**config.mk**
```make
export PLATFORM = sky130hd
export DESIGN_NAME = blit_top
export DESIGN_NICKNAME = d
export VERILOG_FILES = /design/src/hdl/blit_pkg.sv /design/src/hdl/blit_coord_gen.sv /design/src/hdl/blit_addr_calc.sv /design/src/hdl/blit_pixel_fetch.sv /design/src/hdl/blit_palette_write.sv /design/src/hdl/blit_top.sv
export SDC_FILE = /design/constraint.sdc
export NUM_CORES = 2
export LEC_CHECK = 0
export BUFFER_PORTS_ARGS = -buffer_cell sky130_fd_sc_hd__buf_2
export CAP_MARGIN = 20
export CORE_ASPECT_RATIO = 0.6
export CORE_MARGIN = 1.5
export CORE_UTILIZATION = 65
export CTS_CLUSTER_DIAMETER = 50
export DETAILED_ROUTE_END_ITERATION = 7
export PLACE_DENSITY = 0.9
export RECOVER_POWER = 25
export REMOVE_ABC_BUFFERS = 1
export SLEW_MARGIN = 0
export SYNTH_ARGS = -nofsm -noshare
export SYNTH_HDL_FRONTEND = slang
export SYNTH_HIERARCHICAL = 1
export SYNTH_SLANG_ARGS = --single-unit
```
**constraint.sdc**
```tcl
create_clock -name clk -period 13.7 [get_ports clk]
set_input_delay 2.74 -clock clk [delete_from_list [all_inputs] [get_ports clk]]
set_output_delay 2.74 -clock clk [all_outputs]
set_load 0.02 [all_outputs]
```
**src/hdl/blit_pkg.sv**
```systemverilog
`default_nettype none

package blit_pkg;

    // bus widths
    localparam int coord_w      = 16;  // screen and command coordinates
    localparam int sheet_addr_w = 24;  // sheet word address
    localparam int fb_addr_w    = 20;  // framebuffer pixel address

    // framebuffer geometry, one rgb565 word per pixel
    localparam int fb_width     = 320;

    // pixel and colour formats
    localparam int index_w       = 4;   // colour index stored per sheet word
    localparam int color_w       = 16;  // rgb565
    localparam int palette_depth = 16;

    // per-axis scaling behaviour
    typedef enum logic {
        upscale,    // repeat each sheet pixel n times
        downscale   // skip n sheet pixels per output pixel
    } scale_mode_t;

    // coordinate generator FSM
    typedef enum logic {
        idle,
        generating
    } gen_state_t;

    // two-entry output buffer occupancy
    typedef enum logic [1:0] {
        empty,      // nothing held
        full,       // one item at the output
        buf_full    // output plus one spare
    } skid_state_t;

endpackage

`default_nettype wire

```
**src/hdl/blit_coord_gen.sv**
```systemverilog
`default_nettype none

module blit_coord_gen import blit_pkg::*; (
    input  logic                       clk,
    input  logic                       rst,

    input  logic                       cmd_valid,
    output logic                       cmd_ready,
    input  logic [coord_w-1:0]         cmd_src_x,
    input  logic [coord_w-1:0]         cmd_src_y,
    input  logic [sheet_addr_w-1:0]    cmd_sheet_base,
    input  logic [coord_w-1:0]         cmd_sheet_width,
    input  logic [coord_w-1:0]         cmd_dst_x,
    input  logic [coord_w-1:0]         cmd_dst_y,
    input  logic [coord_w-1:0]         cmd_width,
    input  logic [coord_w-1:0]         cmd_height,
    input  logic signed [coord_w-1:0]  cmd_scale_x,
    input  logic signed [coord_w-1:0]  cmd_scale_y,
    input  logic                       cmd_mirror_x,
    input  logic                       cmd_mirror_y,

    output logic                       cg_valid,
    input  logic                       cg_ready,
    output logic [coord_w-1:0]         cg_sheet_x,
    output logic [coord_w-1:0]         cg_sheet_y,
    output logic [coord_w-1:0]         cg_screen_x,
    output logic [coord_w-1:0]         cg_screen_y,
    output logic [sheet_addr_w-1:0]    sheet_base,
    output logic [coord_w-1:0]         sheet_width,
    output logic                       gen_busy
);

    gen_state_t         state;
    scale_mode_t        mode_x, mode_y;
    logic [coord_w-1:0] step_x, step_y;  // repeat count or stride
    logic [coord_w-1:0] src_x, dst_x, dst_y, width, height;
    logic               mirror_x, mirror_y;
    logic [coord_w-1:0] x, y;            // output pixel counters
    logic [coord_w-1:0] sub_x, sub_y;    // upscale repeat counters
    logic [coord_w-1:0] ss_x, ss_y;      // current sheet position

    wire cmd_take = cmd_valid && cmd_ready;
    wire cg_take  = cg_valid && cg_ready;
    wire last_x   = (x == width - 1'b1);
    wire last_y   = (y == height - 1'b1);

    // magnitude of a signed scale, 0 counts as 1
    function automatic logic [coord_w-1:0] scale_step(input logic signed [coord_w-1:0] s);
        if (s < 0) begin
            return -s;
        end
        return (s == 0) ? coord_w'(1) : s;
    endfunction

    assign cg_sheet_x  = ss_x;
    assign cg_sheet_y  = ss_y;
    assign cg_screen_x = mirror_x ? dst_x + width - 1'b1 - x : dst_x + x;
    assign cg_screen_y = mirror_y ? dst_y + height - 1'b1 - y : dst_y + y;
    assign gen_busy    = (state == generating);

    always_ff @(posedge clk) begin
        case (state)
            idle: begin
                cmd_ready <= 1'b1;
                if (cmd_take) begin
                    src_x       <= cmd_src_x;
                    dst_x       <= cmd_dst_x;
                    dst_y       <= cmd_dst_y;
                    width       <= cmd_width;
                    height      <= cmd_height;
                    mirror_x    <= cmd_mirror_x;
                    mirror_y    <= cmd_mirror_y;
                    sheet_base  <= cmd_sheet_base;
                    sheet_width <= cmd_sheet_width;
                    mode_x      <= (cmd_scale_x < 0) ? downscale : upscale;
                    mode_y      <= (cmd_scale_y < 0) ? downscale : upscale;
                    step_x      <= scale_step(cmd_scale_x);
                    step_y      <= scale_step(cmd_scale_y);
                    x     <= '0;
                    y     <= '0;
                    sub_x <= '0;
                    sub_y <= '0;
                    ss_x  <= cmd_src_x;
                    ss_y  <= cmd_src_y;
                    if (cmd_width != '0 && cmd_height != '0) begin  // empty rect is a no-op
                        state     <= generating;
                        cmd_ready <= 1'b0;
                        cg_valid  <= 1'b1;
                    end
                end
            end
            generating: begin
                if (cg_take) begin
                    if (last_x) begin
                        x     <= '0;
                        sub_x <= '0;
                        ss_x  <= src_x;  // back to row start
                        if (last_y) begin
                            state     <= idle;
                            cg_valid  <= 1'b0;
                            cmd_ready <= 1'b1;
                        end else begin
                            y <= y + 1'b1;
                            if (mode_y == downscale) begin
                                ss_y <= ss_y + step_y;
                            end else if (sub_y == step_y - 1'b1) begin
                                sub_y <= '0;
                                ss_y  <= ss_y + 1'b1;
                            end else begin
                                sub_y <= sub_y + 1'b1;
                            end
                        end
                    end else begin
                        x <= x + 1'b1;
                        if (mode_x == downscale) begin
                            ss_x <= ss_x + step_x;
                        end else if (sub_x == step_x - 1'b1) begin
                            sub_x <= '0;
                            ss_x  <= ss_x + 1'b1;
                        end else begin
                            sub_x <= sub_x + 1'b1;
                        end
                    end
                end
            end
            default: state <= idle;
        endcase

        if (rst) begin
            state     <= idle;
            cmd_ready <= 1'b0;
            cg_valid  <= 1'b0;
        end
    end

endmodule

`default_nettype wire

```
**src/hdl/blit_addr_calc.sv**
```systemverilog
`default_nettype none

module blit_addr_calc import blit_pkg::*; (
    input  logic                    clk,
    input  logic                    rst,

    input  logic                    cg_valid,
    output logic                    cg_ready,
    input  logic [coord_w-1:0]      cg_sheet_x,
    input  logic [coord_w-1:0]      cg_sheet_y,
    input  logic [coord_w-1:0]      cg_screen_x,
    input  logic [coord_w-1:0]      cg_screen_y,
    input  logic [sheet_addr_w-1:0] sheet_base,
    input  logic [coord_w-1:0]      sheet_width,

    output logic                    ad_valid,
    input  logic                    ad_ready,
    output logic [sheet_addr_w-1:0] ad_sheet_addr,
    output logic [fb_addr_w-1:0]    ad_fb_addr
);

    skid_state_t              state;
    logic [sheet_addr_w-1:0]  buf_sheet_addr;
    logic [fb_addr_w-1:0]     buf_fb_addr;
    logic [sheet_addr_w-1:0]  sheet_addr;
    logic [fb_addr_w-1:0]     fb_addr;

    wire in_take  = cg_valid && cg_ready;
    wire out_take = ad_valid && ad_ready;

    // one sheet word per pixel with the row stride from the command
    assign sheet_addr = sheet_base
                      + sheet_addr_w'(cg_sheet_y) * sheet_addr_w'(sheet_width)
                      + sheet_addr_w'(cg_sheet_x);
    assign fb_addr    = fb_addr_w'(cg_screen_y * fb_width) + fb_addr_w'(cg_screen_x);

    assign ad_valid = (state != empty);

    always_ff @(posedge clk) begin
        case (state)
            empty: begin
                cg_ready <= 1'b1;
                if (in_take) begin
                    ad_sheet_addr <= sheet_addr;
                    ad_fb_addr    <= fb_addr;
                    state         <= full;
                end
            end
            full: begin
                if (in_take && !out_take) begin  // park the new item
                    buf_sheet_addr <= sheet_addr;
                    buf_fb_addr    <= fb_addr;
                    cg_ready       <= 1'b0;
                    state          <= buf_full;
                end else if (in_take) begin
                    ad_sheet_addr <= sheet_addr;
                    ad_fb_addr    <= fb_addr;
                end else if (out_take) begin
                    state <= empty;
                end
            end
            buf_full: begin
                if (out_take) begin
                    ad_sheet_addr <= buf_sheet_addr;
                    ad_fb_addr    <= buf_fb_addr;
                    cg_ready      <= 1'b1;
                    state         <= full;
                end
            end
            default: state <= empty;
        endcase

        if (rst) begin
            state    <= empty;
            cg_ready <= 1'b0;
        end
    end

endmodule

`default_nettype wire

```
**src/hdl/blit_pixel_fetch.sv**
```systemverilog
`default_nettype none

module blit_pixel_fetch import blit_pkg::*; (
    input  logic                    clk,
    input  logic                    rst,

    input  logic                    ad_valid,
    output logic                    ad_ready,
    input  logic [sheet_addr_w-1:0] ad_sheet_addr,
    input  logic [fb_addr_w-1:0]    ad_fb_addr,

    output logic                    sheet_rd_en,
    output logic [sheet_addr_w-1:0] sheet_rd_addr,
    input  logic [index_w-1:0]      sheet_rd_data,

    output logic                    px_valid,
    input  logic                    px_ready,
    output logic [index_w-1:0]      px_index,
    output logic [fb_addr_w-1:0]    px_fb_addr
);

    skid_state_t          state;   // held entries, not counting the read in flight
    logic                 pend;    // sheet_rd_data valid this cycle
    logic [fb_addr_w-1:0] pend_fb_addr;
    logic [index_w-1:0]   head_index, buf_index;
    logic [fb_addr_w-1:0] head_addr, buf_addr;

    wire px_take = px_valid && px_ready;

    // held entries plus the read in flight must stay below two
    assign ad_ready      = (state == empty) || (state == full && !pend);
    assign sheet_rd_en   = ad_valid && ad_ready;
    assign sheet_rd_addr = ad_sheet_addr;

    // returning data bypasses the buffer when nothing is queued ahead
    assign px_valid   = (state != empty) || pend;
    assign px_index   = (state == empty) ? sheet_rd_data : head_index;
    assign px_fb_addr = (state == empty) ? pend_fb_addr : head_addr;

    always_ff @(posedge clk) begin
        pend <= sheet_rd_en;
        if (sheet_rd_en) begin
            pend_fb_addr <= ad_fb_addr;  // line up with read latency
        end

        case (state)
            empty: begin
                if (pend && !px_take) begin
                    head_index <= sheet_rd_data;
                    head_addr  <= pend_fb_addr;
                    state      <= full;
                end
            end
            full: begin
                if (px_take && pend) begin
                    head_index <= sheet_rd_data;
                    head_addr  <= pend_fb_addr;
                end else if (px_take) begin
                    state <= empty;
                end else if (pend) begin
                    buf_index <= sheet_rd_data;
                    buf_addr  <= pend_fb_addr;
                    state     <= buf_full;
                end
            end
            buf_full: begin
                if (px_take) begin
                    head_index <= buf_index;
                    head_addr  <= buf_addr;
                    state      <= full;
                end
            end
            default: state <= empty;
        endcase

        if (rst) begin
            state <= empty;
            pend  <= 1'b0;
        end
    end

endmodule

`default_nettype wire

```
**src/hdl/blit_palette_write.sv**
```systemverilog
`default_nettype none

module blit_palette_write import blit_pkg::*; (
    input  logic                 clk,
    input  logic                 rst,

    input  logic                 pal_we,
    input  logic [index_w-1:0]   pal_index,
    input  logic [color_w-1:0]   pal_color,

    input  logic                 px_valid,
    output logic                 px_ready,
    input  logic [index_w-1:0]   px_index,
    input  logic [fb_addr_w-1:0] px_fb_addr,

    output logic                 fb_valid,
    input  logic                 fb_ready,
    output logic [fb_addr_w-1:0] fb_addr,
    output logic [color_w-1:0]   fb_data
);

    logic [color_w-1:0] palette [palette_depth];

    wire px_take = px_valid && px_ready;

    assign px_ready = !fb_valid || fb_ready;  // output reg free or draining

    always_ff @(posedge clk) begin
        if (pal_we) begin
            palette[pal_index] <= pal_color;
        end
    end

    always_ff @(posedge clk) begin
        if (px_take) begin
            fb_valid <= (px_index != '0);  // index 0 is transparent
            fb_addr  <= px_fb_addr;
            fb_data  <= palette[px_index];
        end else if (fb_ready) begin
            fb_valid <= 1'b0;
        end

        if (rst) begin
            fb_valid <= 1'b0;
        end
    end

endmodule

`default_nettype wire

```
**src/hdl/blit_top.sv**
```systemverilog
`default_nettype none

module blit_top import blit_pkg::*; (
    input  logic                       clk,
    input  logic                       rst,

    input  logic                       cmd_valid,
    output logic                       cmd_ready,
    input  logic [coord_w-1:0]         cmd_src_x,
    input  logic [coord_w-1:0]         cmd_src_y,
    input  logic [sheet_addr_w-1:0]    cmd_sheet_base,
    input  logic [coord_w-1:0]         cmd_sheet_width,
    input  logic [coord_w-1:0]         cmd_dst_x,
    input  logic [coord_w-1:0]         cmd_dst_y,
    input  logic [coord_w-1:0]         cmd_width,
    input  logic [coord_w-1:0]         cmd_height,
    input  logic signed [coord_w-1:0]  cmd_scale_x,
    input  logic signed [coord_w-1:0]  cmd_scale_y,
    input  logic                       cmd_mirror_x,
    input  logic                       cmd_mirror_y,

    output logic                       sheet_rd_en,
    output logic [sheet_addr_w-1:0]    sheet_rd_addr,
    input  logic [index_w-1:0]         sheet_rd_data,

    input  logic                       pal_we,
    input  logic [index_w-1:0]         pal_index,
    input  logic [color_w-1:0]         pal_color,

    output logic                       fb_valid,
    input  logic                       fb_ready,
    output logic [fb_addr_w-1:0]       fb_addr,
    output logic [color_w-1:0]         fb_data,

    output logic                       busy
);

    logic                    cg_valid, cg_ready;
    logic [coord_w-1:0]      cg_sheet_x, cg_sheet_y, cg_screen_x, cg_screen_y;
    logic [sheet_addr_w-1:0] sheet_base;
    logic [coord_w-1:0]      sheet_width;
    logic                    gen_busy;

    logic                    ad_valid, ad_ready;
    logic [sheet_addr_w-1:0] ad_sheet_addr;
    logic [fb_addr_w-1:0]    ad_fb_addr;

    logic                    px_valid, px_ready;
    logic [index_w-1:0]      px_index;
    logic [fb_addr_w-1:0]    px_fb_addr;

    // anything still in flight keeps busy up
    assign busy = gen_busy || ad_valid || px_valid || fb_valid;

    blit_coord_gen u_coord_gen (
        .clk             (clk),
        .rst             (rst),
        .cmd_valid       (cmd_valid),
        .cmd_ready       (cmd_ready),
        .cmd_src_x       (cmd_src_x),
        .cmd_src_y       (cmd_src_y),
        .cmd_sheet_base  (cmd_sheet_base),
        .cmd_sheet_width (cmd_sheet_width),
        .cmd_dst_x       (cmd_dst_x),
        .cmd_dst_y       (cmd_dst_y),
        .cmd_width       (cmd_width),
        .cmd_height      (cmd_height),
        .cmd_scale_x     (cmd_scale_x),
        .cmd_scale_y     (cmd_scale_y),
        .cmd_mirror_x    (cmd_mirror_x),
        .cmd_mirror_y    (cmd_mirror_y),
        .cg_valid        (cg_valid),
        .cg_ready        (cg_ready),
        .cg_sheet_x      (cg_sheet_x),
        .cg_sheet_y      (cg_sheet_y),
        .cg_screen_x     (cg_screen_x),
        .cg_screen_y     (cg_screen_y),
        .sheet_base      (sheet_base),
        .sheet_width     (sheet_width),
        .gen_busy        (gen_busy)
    );

    blit_addr_calc u_addr_calc (
        .clk           (clk),
        .rst           (rst),
        .cg_valid      (cg_valid),
        .cg_ready      (cg_ready),
        .cg_sheet_x    (cg_sheet_x),
        .cg_sheet_y    (cg_sheet_y),
        .cg_screen_x   (cg_screen_x),
        .cg_screen_y   (cg_screen_y),
        .sheet_base    (sheet_base),
        .sheet_width   (sheet_width),
        .ad_valid      (ad_valid),
        .ad_ready      (ad_ready),
        .ad_sheet_addr (ad_sheet_addr),
        .ad_fb_addr    (ad_fb_addr)
    );

    blit_pixel_fetch u_pixel_fetch (
        .clk           (clk),
        .rst           (rst),
        .ad_valid      (ad_valid),
        .ad_ready      (ad_ready),
        .ad_sheet_addr (ad_sheet_addr),
        .ad_fb_addr    (ad_fb_addr),
        .sheet_rd_en   (sheet_rd_en),
        .sheet_rd_addr (sheet_rd_addr),
        .sheet_rd_data (sheet_rd_data),
        .px_valid      (px_valid),
        .px_ready      (px_ready),
        .px_index      (px_index),
        .px_fb_addr    (px_fb_addr)
    );

    blit_palette_write u_palette_write (
        .clk        (clk),
        .rst        (rst),
        .pal_we     (pal_we),
        .pal_index  (pal_index),
        .pal_color  (pal_color),
        .px_valid   (px_valid),
        .px_ready   (px_ready),
        .px_index   (px_index),
        .px_fb_addr (px_fb_addr),
        .fb_valid   (fb_valid),
        .fb_ready   (fb_ready),
        .fb_addr    (fb_addr),
        .fb_data    (fb_data)
    );

endmodule

`default_nettype wire

```
==> impl_summary.md <==
Finish
The total number of nets in the final design is 4638. The fraction of layout instances using a drive strength above 1 is 12.8%. The layout has 4318 filler cells.

The multi-input combinational cell area is 0.0208 mm2. Relative to the synthesized area, the layout overhead comes to 10.1%. The register area is 0.0212 mm2.

Setup path
In this run the worst setup path begins at u_coord_gen/gen_busy. The reg-to-reg startpoint is u_coord_gen/gen_busy. The endpoint type of the worst setup path is a register. The signal on the critical path passes through clkbuf_1 -> clkinv_1 -> nand3_1 -> nand2_1 -> o21a_1. The worst setup path is launched from a register.

Along the worst path, the maximum fanout reaches 54. Data on the critical path is required at its endpoint by 13.91 ns. For this design, the slowest cell found on the critical path is sky130_fd_sc_hd__clkbuf_1. The arrival time of the worst setup path is 7.87 ns.

The critical path class is reg2reg. The largest single stage delay on the critical path is 2.53 ns.

Clocking
In this run, post-CTS repair resized a total of 0 instances. The number of setup buffers added after CTS is 0. The root buffer cell is sky130_fd_sc_hd__clkbuf_16. The TritonCTS clock tree is done. The count of clock tree sinks is 708. Buffers inserted to repair hold after CTS numbered 0. After clock tree synthesis, the clock-pin slew on the worst setup and hold paths is 0.06 ns. Clock latency on the worst-skew pair, taken at its later pin, is 0.66 ns. The maximum root-to-sink buffer count is 3. The number of CTS-inserted buffers is 72. The H-tree was split into 3 levels.

Route
The number of DRC markers in iteration 0 is 4278. Wires add up to about 120000 um. The vias after detailed routing is 31400. After detailed routing, the number of remaining DRC violations is 1. In the routed layout, each cell is associated on average with a via count of 6.32. The first detailed-routing pass ran for 8 iterations.

After detailed routing, the average wire length per cell comes to ~24 um. The count of antenna-violating nets left after detailed routing is 0.

Timing
The highest clock frequency the design can meet is 0.131 GHz. The final count of hold timing violations is 0. On the final layout, the worst clock skew is about 0.05 ns.

Setup repair after global routing left no endpoint under its margin. The final period demand of the worst path is 7.66 ns. The number of pins with negative max-slew slack in the final report is 151.

For the pin with the worst max-slew slack, the measured transition is 4.31 ns. The worst slew margin relative to its limit is -190%. Setup violations remaining at the end of the flow were counted as 0.

The setup total negative slack is 0 ns. The worst path uses 55.9% of the clock period.

Synthesis
The mapped netlist covers 0.0445 mm2. In this run the mean area of a mapped cell was between 10 and 15 um2. The number of cells produced by synthesis is 3743. The number of warnings printed during yosys synthesis is 6.

Place
The final RePlAce weighted congestion is 0.982. The half-perimeter wire length after placement is 81400 um. In this run the tool buffered the top-level ports with 260 buffer cells.

Floorplan
The initialized floorplan defines 74 standard-cell rows. Once the floorplan was initialized, standard cells occupied 65.6% of the core. Measured along the x axis, the die boundary spans 341 um.

The height of the die is 206 um. For this design the top-level I/O count stands at 263. The die covers between 0.07 and 0.08 mm2. The placeable core region is about 0.068 mm2.

Global routing
The overall fraction of global-route tracks in use is 33.4%. The number of antenna violations at the first check in global routing is 12. The number of global-route vias before repair is around 31000. Entering global routing, the biggest net connects 85 pins. The wire length of the first global-routing pass is 176000 um.

For this run the aggregate overflow at the end of global routing stands at 0.

Outcome
The final reports fail on design-rule violations, max-capacitance violations, max-slew violations. The run finished, with violations left.

Min path
The hold path startpoint is u_addr_calc/ad_fb_addr[0]. The path class of the tightest hold or removal check is reg2reg.

Flow run
Max-cap violations in this run came to 5.
[layer usage]
| metal | vias to the layer above | share of wire [%] | wire length, um | GRT usage, % |
|---|---|---|---|---|
| li1 | 13500 | - | - | - |
| met2 | 2318 | 43 | 50400 | 47.6 |
| met4 | 2 | 4.3 | 5070 | 12.7 |
| met1 | 15200 | 40 | 47100 | 48.0 |
| met5 | - | 0.0068 | 8 | 0 |
| met3 | 406 | 13 | 15900 | 10.4 |
[layout make-up]
cell class | count | share of cell area [%]
multi-input combinational | 2403 | 42.5
clock buffer | 87 | 3.94
antenna | 12 | 0.0613
timing repair buffer | 299 | 3.16
sequential | 708 | 43.2
inverter | 501 | 3.85
tap | 912 | 2.33
clock inverter | 42 | 0.963
[worst max-delay path, delay by kind of cell (launching register included)]
kind | cells | cell delay [ns]
AO/OA/AOI/OAI | 1 | 0.68
flip-flops | 1 | 0.33
AND/OR/NAND/NOR | 2 | 1.45
buffers and inverters | 2 | 4.75
[sequential cells by signal, indices dropped and copies added (netlist names), 20 cells and up]
signal	cells
u_addr_calc/ad_sheet_addr	24
u_pixel_fetch/head_addr	20
u_palette_write/palette	256
u_palette_write/fb_addr	20
u_coord_gen/sheet_base	24
u_addr_calc/buf_sheet_addr	24
u_addr_calc/buf_fb_addr	20
u_addr_calc/ad_fb_addr	20
u_pixel_fetch/pend_fb_addr	20
u_pixel_fetch/buf_addr	20
[path summary, 6_finish.rpt]
kind / cells past startpoint / slack (ns) / endpoint
hold / removal: 0 / 0.42 / u_pixel_fetch/pend_fb_addr[0]
setup / recovery: 5 / 6.04 / u_coord_gen/cg_sheet_x[2]
setup reg to reg: 5 / 6.04 / u_coord_gen/cg_sheet_x[2]
hold reg to reg: 0 / 0.42 / u_pixel_fetch/pend_fb_addr[0]
[layout by cell type (no fill, tap or decap), drive strengths merged, types with 7 or more instances in the layout]
cell    count
xor2       77
nor3       51
o21bai     11
o21a       21
nor2b      44
o211ai     12
mux2       78
or3        30
a221o       9
xnor2     198
dfxtp      10
a211oi     41
mux4       56
nand3      57
nand2b     27
o41ai      11
o21ai      93
fa        243
and2      157
nand2     303
ha        211
nor2      234
nor4       23
a221oi     11
a31oi      17
edfxtp    698
buf       231
a211o       7
nand4      25
o31ai      18
a21oi     136
and3       22
clkbuf    155
inv       509
a21o       39
mux2i      46
or4        14
diode      12
clkinv     24
[through the flow]
step	worst slack (ns)	hold WS, ns	utilization [%]	instances	instance area, um2
floorplan	6.99	0.400	-	3612	43800
global placement	7.03	0.402	68.6	4815	46500
detailed placement	6.86	0.405	68.6	4815	46500
CTS	6.80	0.420	72.1	4944	49000
global route	5.86	0.430	72.2	4962	49000
finish	6.04	0.420	72.2	4964	49000
Power is not shown: default switching activity piles up to over one toggle a cycle in this logic, so the estimate is an artifact.
